[config.mk]
export PLATFORM = sky130hd
export DESIGN_NAME = ep_user_app
export DESIGN_NICKNAME = d
export VERILOG_FILES = /design/src/hdl/ep_reg_pkg.sv /design/src/hdl/ep_dma_pkg.sv /design/src/hdl/ep_reg_port.sv /design/src/hdl/ep_reg_bank.sv /design/src/hdl/ep_dma_pattern.sv /design/src/hdl/ep_tx_fifo.sv /design/src/hdl/ep_user_app.sv
export VERILOG_INCLUDE_DIRS = /design/src /design/src/hdl
export SDC_FILE = /design/constraint.sdc
export NUM_CORES = 1
export LEC_CHECK = 0
export BUFFER_PORTS_ARGS = -buffer_cell sky130_fd_sc_hd__buf_2
export CORE_MARGIN = 2
export CORE_UTILIZATION = 65
export CTS_BUF_LIST = sky130_fd_sc_hd__clkbuf_4 sky130_fd_sc_hd__clkbuf_8
export CTS_CLUSTER_DIAMETER = 40
export DETAILED_ROUTE_END_ITERATION = 7
export PLACE_DENSITY = 0.83
export SLEW_MARGIN = 30
export SYNTH_ARGS = -nofsm -noshare
export SYNTH_HDL_FRONTEND = slang
export SYNTH_SLANG_ARGS = --single-unit
[constraint.sdc]
create_clock -name trn_clk_c -period 18.7 [get_ports trn_clk_c]
set_clock_uncertainty 0.05 [all_clocks]
set_input_delay 1.87 -clock trn_clk_c [delete_from_list [all_inputs] [get_ports trn_clk_c]]
set_output_delay 1.87 -clock trn_clk_c [all_outputs]
set_load 0.005 [all_outputs]
[src/hdl/ep_app_cfg.svh]
// Widths, register map, ID constant and transmit buffer sizes
// for the endpoint user application
`ifndef EP_APP_CFG_SVH
`define EP_APP_CFG_SVH

// ---------------------------------------------------------------------------
// Data path widths
// ---------------------------------------------------------------------------
`define EP_REG_ADDR_W    16              // Word address slice
`define EP_REG_DATA_W    32
`define EP_DMA_DATA_W    64              // Pattern word

// ---------------------------------------------------------------------------
// Register map, word addresses
// ---------------------------------------------------------------------------
`define EP_ADDR_CTRL     16'h0000        // Bit 0 is DMA enable
`define EP_ADDR_SCRATCH  16'h0001
`define EP_ADDR_ID       16'h0220        // Read-only board ID
`define EP_ID_VALUE      32'h8888_7777

// Transmit buffer
`define EP_TX_DEPTH      16              // Words, power of two
`define EP_TX_AF_MARGIN  2               // Covers one push in flight

`endif

[src/hdl/ep_reg_pkg.sv]
// Register access types: word address, data word and host request
`default_nettype none

`include "ep_app_cfg.svh"

package ep_reg_pkg;

  // Word address, byte offset already stripped
  typedef logic [`EP_REG_ADDR_W-1:0] reg_addr_t;

  typedef logic [`EP_REG_DATA_W-1:0] reg_data_t;

  // One host request as held by the host during req
  typedef struct packed {
    reg_addr_t addr;
    logic      wren;     // Write when set
    reg_data_t wr_data;  // Ignored for reads
  } reg_req_t;

endpackage

`default_nettype wire

[src/hdl/ep_dma_pkg.sv]
// DMA types: pattern word and transmit buffer fill level
`default_nettype none

`include "ep_app_cfg.svh"

package ep_dma_pkg;

  // Stream word, also the counter width
  typedef logic [`EP_DMA_DATA_W-1:0] dma_word_t;

  // Fill level, 0 up to full depth inclusive
  typedef logic [$clog2(`EP_TX_DEPTH):0] tx_level_t;

endpackage

`default_nettype wire

[src/hdl/ep_reg_port.sv]
// Four-phase req/ack register slave, issues one command per request
`timescale 1ns/1ns
`default_nettype none

module ep_reg_port (
  input  wire logic                 trn_clk_c,
  input  wire logic                 rst_n,
  input  wire logic                 link_up_n,     // High while link is down
  input  wire logic                 req,
  input  wire ep_reg_pkg::reg_req_t reg_req,
  output logic                      ack,
  output ep_reg_pkg::reg_data_t     rd_data,
  output logic                      cmd_valid,
  output ep_reg_pkg::reg_req_t      cmd,
  input  wire logic                 rsp_valid,
  input  wire ep_reg_pkg::reg_data_t rsp_data
);

  typedef enum logic [1:0] {
    ST_IDLE,  // Waiting for req
    ST_BUSY,  // Command issued, waiting on bank
    ST_ACK    // ack held until host drops req
  } state_t;

  state_t state;

  always_ff @(posedge trn_clk_c) begin
    if (!rst_n || link_up_n) begin
      state     <= ST_IDLE;
      ack       <= 1'b0;
      cmd_valid <= 1'b0;
    end else begin
      cmd_valid <= 1'b0;                 // Single-cycle pulse by default
      case (state)
        ST_IDLE: begin
          if (req) begin
            cmd_valid <= 1'b1;
            state     <= ST_BUSY;
          end
        end
        ST_BUSY: begin
          if (rsp_valid) begin           // Read data or zero on writes
            ack   <= 1'b1;
            state <= ST_ACK;
          end
        end
        ST_ACK: begin
          if (!req) begin                // Host released, close handshake
            ack   <= 1'b0;
            state <= ST_IDLE;
          end
        end
        default: state <= ST_IDLE;
      endcase
    end
  end

  // Payload capture
  always_ff @(posedge trn_clk_c) begin
    if (state == ST_IDLE && req) cmd <= reg_req;     // Sampled once
    if (state == ST_BUSY && rsp_valid) rd_data <= rsp_data;
  end

endmodule

`default_nettype wire

[src/hdl/ep_reg_bank.sv]
// Register bank: control, scratch and ID registers with read-back
`timescale 1ns/1ns
`default_nettype none

`include "ep_app_cfg.svh"

module ep_reg_bank (
  input  wire logic                  trn_clk_c,
  input  wire logic                  rst_n,
  input  wire logic                  link_up_n,
  input  wire logic                  cmd_valid,
  input  wire ep_reg_pkg::reg_req_t  cmd,
  output logic                       rsp_valid,
  output ep_reg_pkg::reg_data_t      rsp_data,
  output logic                       dma_enable
);

  logic                  ctrl_en;   // Control bit 0
  ep_reg_pkg::reg_data_t scratch;
  ep_reg_pkg::reg_data_t rd_mux;

  // ---------------------------------------------------------------------------
  // Write side
  // ---------------------------------------------------------------------------
  always_ff @(posedge trn_clk_c) begin
    if (!rst_n || link_up_n) begin
      ctrl_en <= 1'b0;
      scratch <= '0;
    end else if (cmd_valid && cmd.wren) begin
      case (cmd.addr)
        `EP_ADDR_CTRL:    ctrl_en <= cmd.wr_data[0];
        `EP_ADDR_SCRATCH: scratch <= cmd.wr_data;
        default: ;                       // ID and holes are read-only
      endcase
    end
  end

  // ---------------------------------------------------------------------------
  // Read side
  // ---------------------------------------------------------------------------
  always_comb begin
    case (cmd.addr)
      `EP_ADDR_CTRL:    rd_mux = {{(`EP_REG_DATA_W-1){1'b0}}, ctrl_en};
      `EP_ADDR_SCRATCH: rd_mux = scratch;
      `EP_ADDR_ID:      rd_mux = `EP_ID_VALUE;
      default:          rd_mux = '0;     // Unmapped reads as zero
    endcase
  end

  always_ff @(posedge trn_clk_c) begin
    if (!rst_n || link_up_n) begin
      rsp_valid <= 1'b0;
    end else begin
      rsp_valid <= cmd_valid;            // One cycle behind the command
    end
  end

  // Writes answer with zero
  always_ff @(posedge trn_clk_c) begin
    if (cmd_valid) rsp_data <= cmd.wren ? '0 : rd_mux;
  end

  assign dma_enable = ctrl_en;

endmodule

`default_nettype wire

[src/hdl/ep_dma_pattern.sv]
// DMA test pattern: free-running counter pushed into the transmit buffer
`timescale 1ns/1ns
`default_nettype none

module ep_dma_pattern (
  input  wire logic           trn_clk_c,
  input  wire logic           rst_n,
  input  wire logic           link_up_n,
  input  wire logic           dma_enable,
  input  wire logic           almost_full,
  output logic                push,
  output ep_dma_pkg::dma_word_t push_data
);

  ep_dma_pkg::dma_word_t cnt;  // Next value to send
  logic                  go;

  assign go = dma_enable && !almost_full;

  always_ff @(posedge trn_clk_c) begin
    if (!rst_n || link_up_n) begin
      cnt  <= '0;
      push <= 1'b0;
    end else begin
      push <= go;
      if (go) cnt <= cnt + 1'b1;         // Hold while stalled
    end
  end

  // Counter value before increment, so the stream starts at 0
  always_ff @(posedge trn_clk_c) begin
    if (go) push_data <= cnt;
  end

endmodule

`default_nettype wire

[src/hdl/ep_tx_fifo.sv]
// Show-ahead transmit buffer with almost-full flag and link-down clear
`timescale 1ns/1ns
`default_nettype none

`include "ep_app_cfg.svh"

module ep_tx_fifo #(
  parameter int DEPTH = `EP_TX_DEPTH   // Power of two, 4 or more
) (
  input  wire logic                  trn_clk_c,
  input  wire logic                  rst_n,
  input  wire logic                  link_up_n,
  input  wire logic                  push,
  input  wire ep_dma_pkg::dma_word_t push_data,
  output logic                       almost_full,
  output logic                       tx_valid,
  output ep_dma_pkg::dma_word_t      tx_data,
  input  wire logic                  tx_ready
);

  localparam int PTR_W = $clog2(DEPTH);
  localparam ep_dma_pkg::tx_level_t AF_LEVEL =
    ep_dma_pkg::tx_level_t'(DEPTH - `EP_TX_AF_MARGIN);
  localparam ep_dma_pkg::tx_level_t FULL_LEVEL = ep_dma_pkg::tx_level_t'(DEPTH);

  ep_dma_pkg::dma_word_t mem [DEPTH];
  logic [PTR_W-1:0]      wr_ptr;
  logic [PTR_W-1:0]      rd_ptr;
  ep_dma_pkg::tx_level_t level;
  logic                  wr_en;
  logic                  rd_en;

  assign wr_en = push && (level != FULL_LEVEL);  // Drop guard, margin avoids it
  assign rd_en = tx_valid && tx_ready;

  // ---------------------------------------------------------------------------
  // Pointers and level
  // ---------------------------------------------------------------------------
  always_ff @(posedge trn_clk_c) begin
    if (!rst_n || link_up_n) begin
      wr_ptr <= '0;
      rd_ptr <= '0;
      level  <= '0;
    end else begin
      if (wr_en) wr_ptr <= wr_ptr + 1'b1;        // Wraps at DEPTH
      if (rd_en) rd_ptr <= rd_ptr + 1'b1;
      case ({wr_en, rd_en})
        2'b10:   level <= level + 1'b1;
        2'b01:   level <= level - 1'b1;
        default: level <= level;                 // Both or neither
      endcase
    end
  end

  // Storage
  always_ff @(posedge trn_clk_c) begin
    if (wr_en) mem[wr_ptr] <= push_data;
  end

  // Head word shown ahead of the read
  assign tx_valid    = (level != '0);
  assign tx_data     = mem[rd_ptr];
  assign almost_full = (level >= AF_LEVEL);

endmodule

`default_nettype wire

[src/hdl/ep_user_app.sv]
// Endpoint user application top: register path and DMA pattern stream
`timescale 1ns/1ns
`default_nettype none

module ep_user_app (
  input  wire logic                  trn_clk_c,
  input  wire logic                  rst_n,
  input  wire logic                  link_up_n,
  // Host register port
  input  wire logic                  req,
  input  wire ep_reg_pkg::reg_req_t  reg_req,
  output logic                       ack,
  output ep_reg_pkg::reg_data_t      rd_data,
  // Pattern stream out
  output logic                       tx_valid,
  output ep_dma_pkg::dma_word_t      tx_data,
  input  wire logic                  tx_ready
);

  logic                  cmd_valid;
  ep_reg_pkg::reg_req_t  cmd;
  logic                  rsp_valid;
  ep_reg_pkg::reg_data_t rsp_data;
  logic                  dma_enable;
  logic                  push;
  ep_dma_pkg::dma_word_t push_data;
  logic                  almost_full;   // Back-pressure to generator

  ep_reg_port u_reg_port (
    .trn_clk_c (trn_clk_c),
    .rst_n     (rst_n),
    .link_up_n (link_up_n),
    .req       (req),
    .reg_req   (reg_req),
    .ack       (ack),
    .rd_data   (rd_data),
    .cmd_valid (cmd_valid),
    .cmd       (cmd),
    .rsp_valid (rsp_valid),
    .rsp_data  (rsp_data)
  );

  ep_reg_bank u_reg_bank (
    .trn_clk_c  (trn_clk_c),
    .rst_n      (rst_n),
    .link_up_n  (link_up_n),
    .cmd_valid  (cmd_valid),
    .cmd        (cmd),
    .rsp_valid  (rsp_valid),
    .rsp_data   (rsp_data),
    .dma_enable (dma_enable)
  );

  ep_dma_pattern u_dma_pattern (
    .trn_clk_c   (trn_clk_c),
    .rst_n       (rst_n),
    .link_up_n   (link_up_n),
    .dma_enable  (dma_enable),
    .almost_full (almost_full),
    .push        (push),
    .push_data   (push_data)
  );

  ep_tx_fifo u_tx_fifo (
    .trn_clk_c   (trn_clk_c),
    .rst_n       (rst_n),
    .link_up_n   (link_up_n),
    .push        (push),
    .push_data   (push_data),
    .almost_full (almost_full),
    .tx_valid    (tx_valid),
    .tx_data     (tx_data),
    .tx_ready    (tx_ready)
  );

endmodule

`default_nettype wire

======== Word level (Yosys, flattened, before mapping) ========
Memory sizes are Yosys's and may differ from the RTL's. A register that Yosys moved wholly into a read port is not among the register bits.
Index checks and enable logic that the tools add are counted.
word-level totals
  bits in registers ....................... 293
  bits in writable memories ............... 1024
  output and inout bits ................... 98
  memories ................................ 1
memory list
  name           words  width  rd ports  clocked after memory_dff  wr ports  line              source
  u_tx_fifo.mem  16     64     1         1                         1         ep_tx_fifo.sv:26  ep_dma_pkg::dma_word_t mem [DEPTH];
operators by class
  add/subtract/negate cells ............... 5
  $lt $le $gt $ge ......................... 1
  equal/unequal tests ..................... 10
  mux-type cells .......................... 14
  bitwise operators ....................... 1
  reduce and logical (&&, ||, !) cells .... 19
operator list
  operator                                                           count
  case mux 32 bit (3 select lines)                                   1
  adder 64 x 1 -> 64 bit, second input constant                      1
  == test 16 x 1 -> 1 bit, second input constant                     1
  == test 16 x 10 -> 1 bit, second input constant                    1
  logical NOT 16 bit                                                 1
  case mux 5 bit (2 select lines)                                    1
  adder 4 x 1 -> 4 bit, second input constant                        2
  two-way mux 4 bit                                                  2
  logical AND 1 bit                                                  6
  two-way mux 2 bit                                                  3
  case mux 2 bit (3 select lines)                                    1
  AND reduction 3 bit                                                2
  adder 5 x 1 -> 5 bit, second input constant                        1
  greater-or-equal comparator 5 x 4 -> 1 bit, second input constant  1
  two-way mux 1 bit                                                  5
  != test 5 bit, second input constant                               1
  nonzero test 5 bit                                                 1
  subtractor 5 x 1 -> 5 bit, second input constant                   1
  == test 2 x 1 -> 1 bit, second input constant                      2
  == test 2 bit, second input constant                               2
  != test 2 bit, second input constant                               2
  AND reduction 2 bit                                                2
  nonzero test 2 bit                                                 2
  logical NOT 1 bit                                                  2
  6 further kinds                                                    6

======== Logic depth before layout (Yosys ltp) ========
  word-level depth ........................ 4
  depth in mapped cells ................... 12
  depth with buffers taken out ............ 10

======== By module ========
From an unflattened synthesis, not the netlist that was laid out.
second synthesis, totals
  cells, all modules ...................... 2330
  area total of the unflattened synthesis .. 49651.4 um2
modules (own cells, without submodules)
  module          times used  cells each  area an instance (um2)  sequential area each (um2)
  ep_tx_fifo      1           1538        39401.5                 31089.8
  ep_dma_pattern  1           438         5012.3                  3223.1
  ep_reg_bank     1           254         2638.8                  1641.6
  ep_reg_port     1           100         2598.7                  2512.4

======== Worst setup path before layout ========
No wires, ideal clock.
  path type ............................... reg2reg
  start point ............................. register u_tx_fifo.level[2]
  end point ............................... memory u_tx_fifo.mem[3][0] (netlist name), enable pin
  arrival time ............................ 5.515 ns
  data required time ...................... 18.086 ns
  slack ................................... 12.571 ns
  stages on the path, launching flop included .. 6
  buffers on the path ..................... 1
  cell sequence ........................... dfxtp_1 > buf_6 > nor4_1 > a21boi_1 > nand2_1 > nor3_1
on the way
  cells in the longest elaborated chain, start to end .. 4
RTL lines
  element                                  line              source
  start: declaration                       ep_tx_fifo.sv:29  ep_dma_pkg::tx_level_t level;
  start signal: assignment                 ep_tx_fifo.sv:48  2'b10: level <= level + 1'b1;
  start signal: assignment                 ep_tx_fifo.sv:49  2'b01: level <= level - 1'b1;
  start signal: assignment                 ep_tx_fifo.sv:50  default: level <= level;
  != test 5 bit                            ep_tx_fifo.sv:33  assign wr_en = push && (level != FULL_LEVEL);
  logical AND 1 bit                        ep_tx_fifo.sv:33
  two-way mux 1 bit                        ep_tx_fifo.sv:57  if (wr_en) mem[wr_ptr] <= push_data;
  two-way mux 1 bit (implied by the code)  ep_tx_fifo.sv:57
  end: declaration                         ep_tx_fifo.sv:26
Every way passes these cells.

==> qor.json <==
{
  "outcome": {"value": "finished clean"},
  "clk_latency": {"value": 0.83, "unit": "ns"},
  "slew_viol_final": {"value": 0},
  "num-nets-final": {"value": 2619},
  "dieHeight": {"value": 279, "unit": "µm"},
  "largest_fanout_of_any_net_on_the_critical_path": {"value": 137},
  "layout-area-overhead-vs-synth": {"value": 12.3, "unit": "%"},
  "final_layout_size_suffix_gt1_share": {"value": 32.4, "unit": "%"},
  "setup_violations": {"value": 0},
  "hold_viol": {"value": 0},
  "dominant_combinational_cell_family_by_area_after_synthesis": {"value": "multiplexers"},
  "rsz0062_at_grt": {"value": "no"},
  "critPathLaunchType": {"value": "flop"},
  "critPathCaptureType": {"value": "output port"},
  "cts_inserted_buffers": {"value": 192},
  "fmax": {"value": 0.160, "unit": "GHz"},
  "ios": {"value": 152},
  "final_core_utilization": {"value": 74.1, "unit": "%"},
  "power_density_relative_to_cell_area": {"value": 100, "unit": "nW/µm²"},
  "postSynthCellCount": {"value": 2279},
  "synth_area": {"value": 49300, "unit": "µm²"},
  "timing.final.crit_share": {"value": 33.4, "unit": "%"},
  "share_of_the_synthesized_area_in_compound_gates_ao_oa_aoi_oai": {"value": 1.12, "unit": "%"},
  "first_pass_grt_wire_length": {"value": 157000, "unit": "µm"},
  "critical_path_arrival": {"value": 4.33, "unit": "ns"},
  "dp_slack": {"value": 13.05, "unit": "ns"},
  "ys_dominant_reg_cell": {"value": "sky130_fd_sc_hd__edfxtp_1"},
  "period_needed": {"value": 6.25, "unit": "ns"},
  "drt.antenna.violating_nets": {"value": 0},
  "htree_num_levels": {"value": 4},
  "yosys_register_bits": {"value": 1321},
  "gp_congestion": {"value": 0.785},
  "synth-warning-count": {"value": 0},
  "postSynthNetCount": {"value": 2342},
  "drt_first_pass_iters": {"value": 6},
  "placeableCoreArea": {"value": 74700, "unit": "µm²"},
  "min-delay-path-class": {"value": "flop to flop"},
  "die_width": {"value": 279, "unit": "µm"},
  "clkSlewWorstSetupHoldPaths": {"value": 0.06, "unit": "ns"},
  "cap_violations": {"value": 0},
  "synth.lib_cells_used.distinct": {"value": 45},
  "timing.max_slew.rel_slack": {"value": 32.5, "unit": "%"},
  "post_synth_xor_area_fraction": {"value": 0.711, "unit": "%"},
  "grt_overflow_total": {"value": 0},
  "synth_async_sr_flop_share": {"value": 0, "unit": "%"},
  "tritoncts": {"value": "done"},
  "seq_total_area_yosys": {"value": 78.0, "unit": "%"},
  "ctsRootBufferMaster": {"value": "sky130_fd_sc_hd__clkbuf_8"},
  "cts_post_setup_buffers_inserted": {"value": 0},
  "globalRouteTotalUtil": {"value": 27.9, "unit": "%"},
  "grt_start_max_net_pins": {"value": 138},
  "post_drt_wl_per_cell": {"value": 28.9, "unit": "µm"},
  "vias_per_cell": {"value": 6.61},
  "detailed_place_hpwl": {"value": 55400, "unit": "µm"},
  "post_synth_mux_area_share": {"value": 15.4, "unit": "%"},
  "layout_commonest_cell": {"value": "sky130_fd_sc_hd__edfxtp_1"},
  "required": {"value": 16.78, "unit": "ns"},
  "port_buffers": {"value": 151},
  "max-vdd-ir-drop": {"value": 0.0899, "unit": "mV"},
  "clock_sinks": {"value": 1321},
  "critical_path_start_end_classification": {"value": "flop to output port"},
  "cts.hold.buffers_added": {"value": 0},
  "final.setup.tns": {"value": 0, "unit": "ns"},
  "power_leakage": {"value": 17.0, "unit": "nW"},
  "synth_simple_gate_area_share": {"value": 3.46, "unit": "%"},
  "synth_area_per_cell": {"value": 21.6, "unit": "µm²"},
  "postRouteWirelength": {"value": 106000, "unit": "µm"},
  "worstMarginPinSlew": {"value": 1.01, "unit": "ns"},
  "rows": {"value": 100},
  "drcViolationCount": {"value": 0},
  "antenna_found_initial": {"value": 4},
  "post_cts_resize_count": {"value": 0},
  "adder_and_majority_gate_portion_of_the_synthesized_area": {"value": 0.228, "unit": "%"},
  "postLayoutSetupSlackWorst": {"value": 12.45, "unit": "ns"},
  "synth_enable_flop_cells": {"value": 1201},
  "floorplan.die_area": {"value": 78100, "unit": "µm²"},
  "first_iter_violations": {"value": 3162},
  "floorplan.initialDensity": {"value": 66.0, "unit": "%"},
  "routed-via-count": {"value": 24300},
  "clock_path_buffers": {"value": 3},
  "final_cell_mix": {"value": "sky130_fd_sc_hd__edfxtp_1, sky130_fd_sc_hd__mux4_2, sky130_fd_sc_hd__clkbuf_8, sky130_fd_sc_hd__buf_2, sky130_fd_sc_hd__dfxtp_1"},
  "grt_pass1_vias": {"value": 25400}
}
cells by family after synthesis:
kind of cell | after synthesis
simple gates | 329
buf+inv | 124
xor+xnor | 40
fa+ha+maj | 9
flops | 1321
mux | 357
compound gates | 99
cells in the mapped netlist (20+ instances only):
cell type                  instances  area share (%)
sky130_fd_sc_hd__edfxtp_1       1201              73
sky130_fd_sc_hd__a21oi_1          58            0.59
sky130_fd_sc_hd__buf_2            25            0.25
sky130_fd_sc_hd__or3_1            21            0.27
sky130_fd_sc_hd__o21ai_0          20            0.20
sky130_fd_sc_hd__nor2_1          103            0.78
sky130_fd_sc_hd__dfxtp_1         120             4.9
sky130_fd_sc_hd__nand2_1          51            0.39
sky130_fd_sc_hd__clkbuf_1         68            0.52
sky130_fd_sc_hd__nand3_1          32            0.32
sky130_fd_sc_hd__mux4_2          320              15
sky130_fd_sc_hd__nand4_1          22            0.28
sky130_fd_sc_hd__xor2_1           24            0.43
sky130_fd_sc_hd__mux2i_1          37            0.75
stage by stage:
stage               hold slack (ns)  cells  total power [mW]  area (µm²)
global placement              0.354   3324              3.26       51200
global route                  0.369   3681              5.68       55300
floorplan                     0.350   2279              3.26       49300
finish                        0.365   3681              5.53       55300
detailed placement            0.355   3328              3.27       51300
CTS                           0.365   3677              5.56       55300
worst max-delay path, cell delays in order (launching register included):
cell                      delay (ns)
sky130_fd_sc_hd__dfxtp_4        0.87
sky130_fd_sc_hd__buf_12         0.61
sky130_fd_sc_hd__buf_6          0.68
sky130_fd_sc_hd__mux4_2         0.42
sky130_fd_sc_hd__mux4_2         0.57
sky130_fd_sc_hd__buf_2          0.17
cell type report:
type / count / area [µm²]
Clock buffer: 285 / 3430
Fill cell: 3703 / 19400
Clock inverter: 64 / 492
Sequential cell: 1321 / 38500
Inverter: 13 / 48.8
Antenna cell: 1 / 2.50
Multi-Input combinational cell: 834 / 10400
Tap cell: 969 / 1210
Timing Repair Buffer: 194 / 1230
state kept, by name (all words and copies together), names as in the netlist, named ones only:
signal	count
u_reg_port.ack	1
u_tx_fifo.rd_ptr	4
u_tx_fifo.wr_ptr	4
u_dma_pattern.push	1
u_dma_pattern.push_data	64
u_reg_bank.rsp_data	32
u_reg_bank.rsp_valid	1
u_reg_bank.dma_enable	1
u_tx_fifo.level	5
u_reg_port.cmd_valid	1
u_reg_port.rd_data	32
u_tx_fifo.mem	1024
u_reg_bank.scratch	32
u_reg_port.state	2
u_reg_port.cmd	49
u_dma_pattern.cnt	64
power breakdown:
| group | switching (mW) | internal [mW] | leakage (nW) |
|---|---|---|---|
| combinational | 0.0113 | 0.00559 | 3.13 |
| clock | 1.07 | 1.26 | 2.09 |
| sequential | 0.00351 | 3.18 | 11.7 |
path summary, 6_finish.rpt:
kind,cells past startpoint,slack (ns),end,startpoint
setup / recovery,5,12.45,tx_data[34],flop
setup reg to reg,6,15.24,u_tx_fifo.mem[8][10],u_tx_fifo.level[1]
hold reg to reg,0,0.37,u_reg_port.rd_data[16],u_reg_bank.rsp_data[16]
hold / removal,0,0.37,u_reg_port.rd_data[16],u_reg_bank.rsp_data[16]
layer usage:
| metal | global-route usage, % | part of all wire, % | vias up |
|---|---|---|---|
| li1 | - | - | 10000 |
| met5 | 0 | 0.023 | - |
| met1 | 36.8 | 36 | 12500 |
| met4 | 11.4 | 3.4 | 4 |
| met2 | 46.6 | 52 | 1592 |
| met3 | 5.40 | 9.4 | 257 |
(Power assumes the default switching activity.)
